`src/include/seg_settings.svh`:
```
`ifndef SEG_SETTINGS_SVH
`define SEG_SETTINGS_SVH

//////////////////////////////////////////////////////////////////////
// display geometry and register map
//////////////////////////////////////////////////////////////////////

`define SEG_DIGITS 4       // common-anode digits on the board.
`define SEG_ADDR_W 4       // byte address bits of the register window.

`define SEG_REG_DATA   4'h0
`define SEG_REG_CTRL   4'h4   // bit 0 is hex mode, bit 1 selects the upper half.
`define SEG_REG_DIV    4'h8
`define SEG_REG_STATUS 4'hC   // read only, current digit index.

`define SEG_CTRL_RESET 2'b01  // {upper_half, hex_mode}.
`define SEG_DIV_RESET  16'd3

`endif

```
`src/rtl/seg_pkg.sv`:
```
`include "seg_settings.svh"

package seg_pkg;

    // master to slave side of the AXI4-Lite port.
    typedef struct packed {
        logic [`SEG_ADDR_W-1:0] awaddr;
        logic                   awvalid;
        logic [31:0]            wdata;
        logic [3:0]             wstrb;
        logic                   wvalid;
        logic                   bready;
        logic [`SEG_ADDR_W-1:0] araddr;
        logic                   arvalid;
        logic                   rready;
    } axil_req_t;

    // slave to master side of the AXI4-Lite port.
    typedef struct packed {
        logic        awready;
        logic        wready;
        logic        bvalid;
        logic [1:0]  bresp;
        logic        arready;
        logic        rvalid;
        logic [31:0] rdata;
        logic [1:0]  rresp;
    } axil_rsp_t;

    typedef struct packed {
        logic [31:0] value;
        logic        hex_mode;
        logic        upper_half;
        logic [15:0] div;        // scan period is div+1 cycles per digit.
    } disp_cfg_t;

    typedef struct packed {
        logic                           tick;
        logic [$clog2(`SEG_DIGITS)-1:0] index;
    } scan_t;

endpackage

```
`src/rtl/seg_ctrl.sv`:
```
`timescale 1ns/10ps
`include "seg_settings.svh"

module seg_ctrl (
    input  logic               clk,
    input  logic               reset,
    input  seg_pkg::axil_req_t axil_req,
    output seg_pkg::axil_rsp_t axil_rsp,
    input  logic [1:0]         index,
    output seg_pkg::disp_cfg_t cfg,
    output logic               div_load
);
    import seg_pkg::*;

    localparam logic [1:0] RESP_OKAY   = 2'b00;
    localparam logic [1:0] RESP_SLVERR = 2'b10;

    disp_cfg_t   cfg_q;
    logic        aw_ready_q;
    logic        b_valid_q;
    logic [1:0]  b_resp_q;
    logic        ar_ready_q;
    logic        r_valid_q;
    logic [1:0]  r_resp_q;
    logic [31:0] r_data_q;
    logic        wr_fire;
    logic        rd_fire;
    logic        wr_ok;
    logic [31:0] wr_merged;

    //////////////////////////////////////////////////////////////////////
    // register decode helpers
    //////////////////////////////////////////////////////////////////////

    function automatic logic reg_mapped(input logic [`SEG_ADDR_W-1:0] addr);
        return (addr == `SEG_REG_DATA) || (addr == `SEG_REG_CTRL) ||
               (addr == `SEG_REG_DIV)  || (addr == `SEG_REG_STATUS);
    endfunction

    // word seen by a read, unused bits are zero.
    function automatic logic [31:0] reg_value(input logic [`SEG_ADDR_W-1:0] addr,
                                              input disp_cfg_t               regs,
                                              input logic [1:0]              idx);
        logic [31:0] word;
        word = '0;
        case (addr)
            `SEG_REG_DATA:   word = regs.value;
            `SEG_REG_CTRL:   word = {30'b0, regs.upper_half, regs.hex_mode};
            `SEG_REG_DIV:    word = {16'b0, regs.div};
            `SEG_REG_STATUS: word = {30'b0, idx};
            default:         word = '0;
        endcase
        return word;
    endfunction

    function automatic logic [31:0] merge_strb(input logic [31:0] old_word,
                                               input logic [31:0] new_word,
                                               input logic [3:0]  strb);
        logic [31:0] merged;
        merged = old_word;
        for (int b = 0; b < 4; b++) begin
            if (strb[b]) begin
                merged[8*b +: 8] = new_word[8*b +: 8];
            end
        end
        return merged;
    endfunction

    assign wr_fire   = aw_ready_q && axil_req.awvalid && axil_req.wvalid;
    assign rd_fire   = ar_ready_q && axil_req.arvalid;
    assign wr_ok     = reg_mapped(axil_req.awaddr) && (axil_req.awaddr != `SEG_REG_STATUS);
    assign wr_merged = merge_strb(reg_value(axil_req.awaddr, cfg_q, index),
                                  axil_req.wdata, axil_req.wstrb);
    assign div_load  = wr_fire && wr_ok && (axil_req.awaddr == `SEG_REG_DIV); // restarts the scan count.

    //////////////////////////////////////////////////////////////////////
    // handshake state
    //////////////////////////////////////////////////////////////////////

    always_ff @(posedge clk) begin
        if (reset) begin
            aw_ready_q <= 1'b0;
            b_valid_q  <= 1'b0;
            ar_ready_q <= 1'b0;
            r_valid_q  <= 1'b0;
        end else begin
            // accept only when address and data are both present and no response is held.
            aw_ready_q <= axil_req.awvalid && axil_req.wvalid && !aw_ready_q && !b_valid_q;
            ar_ready_q <= axil_req.arvalid && !ar_ready_q && !r_valid_q;
            if (wr_fire) begin
                b_valid_q <= 1'b1;
            end else if (b_valid_q && axil_req.bready) begin
                b_valid_q <= 1'b0;
            end
            if (rd_fire) begin
                r_valid_q <= 1'b1;
            end else if (r_valid_q && axil_req.rready) begin
                r_valid_q <= 1'b0;
            end
        end
    end

    always_ff @(posedge clk) begin
        if (wr_fire) begin
            b_resp_q <= wr_ok ? RESP_OKAY : RESP_SLVERR;
        end
        if (rd_fire) begin
            r_data_q <= reg_value(axil_req.araddr, cfg_q, index); // unmapped offsets give zero.
            r_resp_q <= reg_mapped(axil_req.araddr) ? RESP_OKAY : RESP_SLVERR;
        end
    end

    always_ff @(posedge clk) begin
        if (reset) begin
            cfg_q.value                          <= '0;
            {cfg_q.upper_half, cfg_q.hex_mode}   <= `SEG_CTRL_RESET;
            cfg_q.div                            <= `SEG_DIV_RESET;
        end else if (wr_fire && wr_ok) begin
            case (axil_req.awaddr)
                `SEG_REG_DATA: cfg_q.value <= wr_merged;
                `SEG_REG_CTRL: {cfg_q.upper_half, cfg_q.hex_mode} <= wr_merged[1:0];
                `SEG_REG_DIV:  cfg_q.div <= wr_merged[15:0];
                default:       cfg_q <= cfg_q;
            endcase
        end
    end

    assign axil_rsp.awready = aw_ready_q;
    assign axil_rsp.wready  = aw_ready_q;
    assign axil_rsp.bvalid  = b_valid_q;
    assign axil_rsp.bresp   = b_resp_q;
    assign axil_rsp.arready = ar_ready_q;
    assign axil_rsp.rvalid  = r_valid_q;
    assign axil_rsp.rdata   = r_data_q;
    assign axil_rsp.rresp   = r_resp_q;
    assign cfg              = cfg_q;

endmodule

```
`src/rtl/seg_scan.sv`:
```
`timescale 1ns/10ps

module seg_scan (
    input  logic               clk,
    input  logic               reset,
    input  seg_pkg::disp_cfg_t cfg,
    input  logic               div_load,
    output seg_pkg::scan_t     scan
);

    logic [15:0] count;
    logic        tick_q;
    logic [1:0]  index_q;

    // tick is registered, so index has already advanced while tick is high.
    always_ff @(posedge clk) begin
        if (reset) begin
            count   <= '0;
            tick_q  <= 1'b0;
            index_q <= '0;
        end else if (div_load) begin
            count  <= '0;                     // new period starts from zero.
            tick_q <= 1'b0;
        end else if (count >= cfg.div) begin
            count   <= '0;
            tick_q  <= 1'b1;
            index_q <= index_q + 2'd1;        // wraps after digit 3.
        end else begin
            count  <= count + 16'd1;
            tick_q <= 1'b0;
        end
    end

    assign scan.tick  = tick_q;
    assign scan.index = index_q;

endmodule

```
`src/rtl/seg_pattern.sv`:
```
`timescale 1ns/10ps
`include "seg_settings.svh"

module seg_pattern (
    input  logic                   clk,
    input  logic                   reset,
    input  seg_pkg::disp_cfg_t     cfg,
    input  seg_pkg::scan_t         scan,
    output logic [7:0]             seg,
    output logic [`SEG_DIGITS-1:0] an
);

    logic [15:0]            half;
    logic [3:0]             nibble;
    logic [7:0]             hex_seg;
    logic [7:0]             raw_seg;
    logic [7:0]             next_seg;
    logic [`SEG_DIGITS-1:0] next_an;

    //////////////////////////////////////////////////////////////////////
    // segment sources
    //////////////////////////////////////////////////////////////////////

    // bit 7 is dp, bits 6..0 are a..g, all active low.
    function automatic logic [7:0] hex_font(input logic [3:0] nib);
        logic [7:0] pat;
        case (nib)
            4'h0: pat = 8'b1000_0001;
            4'h1: pat = 8'b1100_1111;
            4'h2: pat = 8'b1001_0010;
            4'h3: pat = 8'b1000_0110;
            4'h4: pat = 8'b1100_1100;
            4'h5: pat = 8'b1010_0100;
            4'h6: pat = 8'b1010_0000;
            4'h7: pat = 8'b1000_1111;
            4'h8: pat = 8'b1000_0000;
            4'h9: pat = 8'b1000_0100;
            4'hA: pat = 8'b1000_1000;
            4'hB: pat = 8'b1110_0000; // lower case b.
            4'hC: pat = 8'b1011_0001;
            4'hD: pat = 8'b1100_0010; // lower case d.
            4'hE: pat = 8'b1011_0000;
            default: pat = 8'b1011_1000;
        endcase
        return pat;
    endfunction

    // each digit picks its eight bits from fixed spots of the data word.
    function automatic logic [7:0] raw_map(input logic [31:0] value,
                                           input logic [1:0]  digit);
        int k;
        k = int'(digit);
        return {value[24 + 2*k], value[k],        value[4 + 2*k],  value[16 + 2*k],
                value[25 + 2*k], value[17 + 2*k], value[5 + 2*k],  value[12 + k]};
    endfunction

    assign half     = cfg.upper_half ? cfg.value[31:16] : cfg.value[15:0];
    assign nibble   = half[4*scan.index +: 4];
    assign hex_seg  = hex_font(nibble);
    assign raw_seg  = raw_map(cfg.value, scan.index);
    assign next_seg = cfg.hex_mode ? hex_seg : raw_seg;

    always_comb begin
        next_an             = '1;
        next_an[scan.index] = 1'b0;           // one-cold select of the active digit.
    end

    //////////////////////////////////////////////////////////////////////
    // output registers
    //////////////////////////////////////////////////////////////////////

    always_ff @(posedge clk) begin
        if (reset) begin
            seg <= '1;
            an  <= '1;                        // all digits dark until the first tick.
        end else if (scan.tick) begin
            seg <= next_seg;
            an  <= next_an;
        end
    end

endmodule

```
`src/rtl/seg_display_top.sv`:
```
`timescale 1ns/10ps
`include "seg_settings.svh"

module seg_display_top (
    input  logic                   clk,
    input  logic                   reset,
    input  seg_pkg::axil_req_t     axil_req,
    output seg_pkg::axil_rsp_t     axil_rsp,
    output logic [7:0]             seg,
    output logic [`SEG_DIGITS-1:0] an
);
    import seg_pkg::*;

    disp_cfg_t cfg;
    scan_t     scan;
    logic      div_load;

    //////////////////////////////////////////////////////////////////////
    // host side
    //////////////////////////////////////////////////////////////////////

    seg_ctrl u_ctrl (
        .clk      (clk),
        .reset    (reset),
        .axil_req (axil_req),
        .axil_rsp (axil_rsp),
        .index    (scan.index),
        .cfg      (cfg),
        .div_load (div_load)
    );

    //////////////////////////////////////////////////////////////////////
    // display side
    //////////////////////////////////////////////////////////////////////

    seg_scan u_scan (
        .clk      (clk),
        .reset    (reset),
        .cfg      (cfg),
        .div_load (div_load),
        .scan     (scan)
    );

    // outputs follow the scan index one cycle after each tick.
    seg_pattern u_pattern (
        .clk   (clk),
        .reset (reset),
        .cfg   (cfg),
        .scan  (scan),
        .seg   (seg),
        .an    (an)
    );

endmodule

```
`config.mk`:
```
export PLATFORM = sky130hd
export DESIGN_NAME = seg_display_top
export DESIGN_NICKNAME = d
export VERILOG_FILES = /design/src/rtl/seg_pkg.sv /design/src/rtl/seg_ctrl.sv /design/src/rtl/seg_scan.sv /design/src/rtl/seg_pattern.sv /design/src/rtl/seg_display_top.sv
export VERILOG_INCLUDE_DIRS = /design/src /design/src/include
export SDC_FILE = /design/constraint.sdc
export NUM_CORES = 1
export LEC_CHECK = 0
export ABC_AREA = 1
export BUFFER_PORTS_ARGS = -buffer_cell sky130_fd_sc_hd__buf_2
export CORE_MARGIN = 1
export CORE_UTILIZATION = 61
export DETAILED_ROUTE_END_ITERATION = 8
export MAX_ROUTING_LAYER = met4
export PLACE_DENSITY = 0.95
export SETUP_SLACK_MARGIN = 0.05
export SYNTH_ARGS = -nofsm -noshare
export SYNTH_HDL_FRONTEND = slang
export SYNTH_SLANG_ARGS = --single-unit
```
`constraint.sdc`:
```
create_clock -name clk -period 4.1 [get_ports clk]
set_input_delay 0 -clock clk [delete_from_list [all_inputs] [get_ports clk]]
set_output_delay 0 -clock clk [all_outputs]
set_load 0.02 [all_outputs]
```
; ---- Word level (Yosys, flattened, before mapping)
; Memories as Yosys holds them, arrays and structs flattened.
; Index checks and enable logic that the tools add are counted.
[op_classes]
addsub = 9
mul = 0
div_mod_pow = 0
n_lt_le_gt_ge = 11
n_eq_ne = 7
shift = 1
n_mux = 40
n_bitwise = 2
reduce_logical = 38
[op_table]
columns = op, n
row1 = 32-bit by 7-bit less-than comparator with 1-bit output (second input constant), 7
row2 = 32-bit one-hot mux with 4 select lines, 1
row3 = 32-bit one-hot mux with 2 select lines, 1
row4 = 8-bit 2-to-1 mux, 5
row5 = 1-bit binary-select mux with 5-bit select, 7
row6 = 5-bit by 3-bit adder with 6-bit output (first input constant), 4
row7 = 1-bit 2-to-1 mux, 21
row8 = 16-bit by 1-bit adder with 16-bit output (second input constant), 1
row9 = 4-bit == test (second input constant), 4
row10 = 16-bit greater-or-equal comparator, 1
row11 = 16-bit 2-to-1 mux, 1
row12 = 16-bit by 5-bit indexed part select with 4-bit output, 1
row13 = 1-bit logical AND, 14
row14 = 3-bit by 3-bit adder with 4-bit output (first input constant), 2
row15 = 4-bit by 3-bit == test with 1-bit output (second input constant), 2
row16 = 4-bit logical NOT, 2
row17 = 2-bit AND reduction, 4
row18 = 1-bit logical OR, 6
row19 = 2-bit by 6-bit less-than comparator with 1-bit output (second input constant), 1
row20 = 3-bit AND reduction, 2
row21 = 3-bit nonzero test, 2
row22 = 4-bit by 2-bit adder with 5-bit output (first input constant), 1
row23 = 1-bit logical NOT, 4
row24 = 2-bit 2-to-1 mux, 2
row25 = other kinds (11), 12
[word_totals]
register_bits = 121
latchBits = 0
mem_bits_rw = 0
rom_bits = 112
elab_cells = 127
n_memories = 1
[memory_table]
columns = memory, depth, width, rd, rd_ports_with_merged_regs, wr, line_no
row1 = (name not given), 16, 7, 1, 0, 0, seg_pattern.sv:27  ; case (nib)

; ---- Depth between registers and ports, before layout
[depth]
ltp_word = 9
depth_mapped = 15

; ---- Modules after synthesis
; Synthesis repeated with hierarchy kept, for this count alone.
[unflattened]
cells_unflattened = 822
hier_area_um2 = 6480.0
[modules_own_cells]
columns = module, instances, cells_each, area_per_inst_um2, seq_area_each_um2
row1 = seg_ctrl, 1, 419, 3967.6, 2102.0
row2 = seg_pattern, 1, 230, 1272.5, 240.2
row3 = seg_scan, 1, 173, 1239.9, 380.4

; ---- Least setup slack after synthesis
; No wires, ideal clock.
[synth_path]
path_kind = register to register
start = register u_scan.index_q[0]
end = register u_pattern.seg[6]
setup_time_ns = 0.115
arrival_time_ns = 1.601
required_time_ns = 3.985
setup_slack_ns = 2.384
path_stages_with_launch = 14
n_path_buf = 1
cell_sequence = dfxtp_1 buf_2 nand2_1 nand3_1 nand3_1 nand2_1 inv_2 ha_1 inv_1 nand3_1 nand3_1 nand3_1 nand2_1 nand2_1
[synth_between]
elab_chain_len = 3
word_cells_on_any_way = 5
[synth_lines]
columns = element, line_no
row1 = start: declaration, seg_scan.sv:13  ; logic [1:0] index_q;
row2 = start signal: assignment, seg_scan.sv:27  ; index_q <= index_q + 2'd1;
row3 = 16-bit by 5-bit indexed part select with 4-bit output / 1-bit binary-select mux with 2-bit select (equally long branches), "seg_pattern.sv:58, seg_pattern.sv:53"
row4 = memory 16 x 7 bit / 1-bit 2-to-1 mux (equally long branches), -
row5 = 8-bit 2-to-1 mux (*), seg_pattern.sv:61  ; assign next_seg = cfg.hex_mode ? hex_seg : raw_seg;
row6 = end signal: assignment, seg_pattern.sv:77  ; seg <= next_seg;
row7 = end: declaration, seg_pattern.sv:9  ; output logic [7:0] seg,
; Mark *: on every way between the ends. The rest lies on a longest branch, timed or not. The select of a mux whose other input is x is not followed.
; A chain may end at the register's enable or synchronous reset.

; ---- Worst setup path in the final report
[layout_path]
start = register u_ctrl.aw_ready_q
end = register u_ctrl.cfg_q, in the netlist u_ctrl.cfg[35]
[layout_between]
elab_chain_len = 4
[layout_lines]
columns = element, line_no
row1 = start: declaration, seg_ctrl.sv:19  ; logic aw_ready_q;
row2 = start signal: assignment, seg_ctrl.sv:88  ; aw_ready_q <= axil_req.awvalid && axil_req.wvalid && !aw_ready_q && !b_valid_q;
row3 = 1-bit logical AND (2 in a row), seg_ctrl.sv:69  ; assign wr_fire = aw_ready_q && axil_req.awvalid && axil_req.wvalid;
row4 = via u_ctrl.wr_fire, seg_ctrl.sv:26  ; logic wr_fire;
row5 = 1-bit logical AND, seg_ctrl.sv:118  ; end else if (wr_fire && wr_ok) begin
row6 = 3-bit AND reduction (no source line), -
row7 = end signal: assignment, seg_ctrl.sv:123  ; default: cfg_q <= cfg_q;
row8 = end: declaration, seg_ctrl.sv:18  ; disp_cfg_t cfg_q;
; The timed path passes the listed nets, and every way through them passes these cells.

==> flow_summary.ini <==
[setup_path]
crit_fanout = 34
start_kind = register
worst_ep_arrival_time_ns = 3.62
max_stage_delay_ns = 0.60
cp-end-kind = register
required_ns = 4.52
crit_chain = nand3_1 > inv_1 > nand4_1 > inv_2 > nand2_2 > o21ai_1 > dlygate4sd3_1 > a21oi_1 > dlygate4sd3_1
worst_path_most_repeated_cell = dlygate4sd3_1
slowest_stage = dlygate4sd3_1
crit_type = reg -> reg

[sta]
finalSetupTns_ns = 0
fin_worst_skew_ns = 0.00942
worst_slew_pin_slew_ns = 1.24
period_needed_ns = 3.19
setup_violations = 0
period_share_pct = 77.9
fin_hold_ws_ns = -0.0105
slew_headroom_pct = 17.0
report.final.slew_viol_count = 0
fmax_mhz = 313
rsz0062_at_grt = no
hold_viol = 1

[placed_design]
dp_cells = 961
io_buffers = 101
routabilityCongestion = 0.946
dp_hpwl_mm = 10.2

[outcome]
status = finished, violations left
violations = negative hold slack

[power_and_ir_drop]
p_sw_mw = 1.35
internal-power_mw = 2.55
switching_share_pct = 34.6
p_per_area_mw_per_mm2 = 499
comb_power_share_pct = 27.5
share_seq_of_total_power_pct = 34.6
peakVddDrop_uv = 408
pwr-share-clk_pct = 37.9
power_leakage_nw = 3.32

[layout]
final_layout_size_suffix_gt1_share_pct = 17.5
final_cell_mix = nand2_1, buf_2, inv_1, dfxtp_1, dlygate4sd3_1
fillers = 582
final_nets = 993
diodes = 0
stdcell_count = 1061
area_growth_pct = 28.3
final_common_cell = nand2_1

[global_route]
grt-ovfl-total = 0
first_global_vias = 6377
grtUsageTotal_pct = 40.5
grt_start_max_net_pins = 37
grt_pass1_wl_mm = 30.6
antenna_found_initial = 0

[route]
remaining_drc_errors = 0
routed_wl_mm = 19.4
drt_iter0_drc = 844
wire_per_inst_um = 18.3
vias = 6561
via_per_inst = 6.18
final_antenna_net_count = 0
first_pass_iters = 7

[cts]
cts_sinks = 119
clk_pin_slew_ns = 0.06
cts_root_buf = clkbuf_8
clk_latency_ns = 0.55
postCtsSetupBuffers = 0
htreeDepth = 4
clk_path_buf_depth = 2
numCtsBuffers = 17
cts_tree = done

[die]
initial_core_util_pct = 62.6
pin_count = 104
die_area_sq_mm = 0.0104
die_h_um = 102
std_cell_rows = 36
core_area_sq_mm = 0.00973
die_x_um = 102

[logic_synthesis]
ys_types = 40
yosysWarnings = 0
syn_avg_cell_area_sq_um = 7.98
yosysSeqAreaShare_pct = 44.7
syn_inst = 763
synth_area_sq_mm = 0.00609
ys_seq_elements = 119

[min_path]
hp-class = in -> reg

[job]
drv_cap = 0
==> power by group through the flow <==
stage | sequential [mW] | combinational [mW] | clock [mW]
2_1_floorplan | 1.39 | 0.752 | 0
3_3_place_gp | 1.37 | 0.950 | 0
3_5_place_dp | 1.37 | 0.967 | 0
4_1_cts | 1.34 | 1.03 | 1.45
5_1_grt | 1.36 | 1.21 | 1.53
6_report | 1.35 | 1.07 | 1.48
==> flip-flops by register name, indices dropped and copies added, names as in the netlist, 2 cells and up <==
signal,flops
u_ctrl.cfg,50
u_ctrl.r_data_q,32
u_pattern.an,4
u_pattern.seg,8
u_scan.count,16
u_scan.index_q,2
==> cell families (layout without fill, tap and decap cells) <==
logic type,count (synthesis),in the layout,synth area share [%]
simple gates,269,269,20.2
buf+inv,144,308,10.1
compound gates,194,194,18.1
xor+xnor,9,9,1.29
other cells,1,2,0.0616
flops,119,119,44.7
fa+ha+maj,27,27,5.55
==> critical path, delay by kind of cell (launching register included) <==
family,cells,cell delay (ns)
buf+inv,4,1.82
compound gates,2,0.25
flops,1,0.39
simple gates,3,0.64
==> synth_stat cells (all sizes together) <==
cell type | n | area [sq um]
o31ai | 1 | 7.51
a21oi | 67 | 335
o211ai | 25 | 188
a32o | 1 | 10.0
inv | 105 | 394
o21a | 1 | 7.51
dfxtp | 85 | 1700
xor2 | 9 | 78.8
nor3 | 5 | 41.3
clkbuf | 13 | 48.8
nand3 | 53 | 320
ha | 27 | 338
o22ai | 30 | 188
a22oi | 1 | 7.51
conb | 1 | 3.75
buf | 26 | 171
edfxtp | 34 | 1020
o21ai | 64 | 324
and3b | 1 | 8.76
a311o | 2 | 20.0
o2111ai | 1 | 8.76
nor2 | 58 | 243
nand4 | 6 | 43.8
nand2 | 144 | 561
nor4 | 2 | 12.5
o21bai | 1 | 7.51
==> path summary, 6_finish.rpt <==
kind / slack (ns) / start / cells after the start / to
min: -0.01 / axil_req[5] / 4 / u_ctrl.r_data_q[0]
max reg2reg: 0.91 / u_ctrl.aw_ready_q / 9 / u_ctrl.cfg[35]
min reg2reg: 0.47 / u_pattern.seg[0] / 2 / u_pattern.seg[0]
max: 0.91 / u_ctrl.aw_ready_q / 9 / u_ctrl.cfg[35]
==> routing by layer <==
metal	vias to the layer above	GRT usage [%]	share of wire [%]
li1	2875	-	-
met1	3018	42.7	36
met2	503	66.1	48
met3	165	10.7	9.8
met4	0	28.4	7.1
met5	-	-	0
==> repair_timing <==
action                    in CTS  in global routing
hold buffers                  68                  0
gates resized for setup        0                  0
hold endpoints to repair      67                  0
==> final cells by class <==
cell class                      instances  area [sq um]  share of cell area [%]
Clock inverter                         15           161                    2.06
Clock buffer                           17           414                    5.30
Timing Repair Buffer                  171          1200                    15.4
Multi-Input combinational cell        501          2760                    35.3
Sequential cell                       119          2720                    34.8
Inverter                              105           394                    5.04
Tap cell                              133           166                    2.13
==> metrics by stage <==
stage	setup WS [ns]	area [sq um]	util [%]	total power, mW	hold slack, ns
after floorplan	2.38	6090	-	2.14	0.118
after global placement	2.02	6560	67.4	2.32	0.235
after detailed placement	1.96	6560	67.4	2.34	0.254
after CTS	1.08	7820	80.3	3.82	0.00323
after global routing	0.770	7820	80.3	4.09	0.0214
final	0.906	7820	80.3	3.90	-0.0105
No activity file was read; power rests on OpenSTA's default activity.
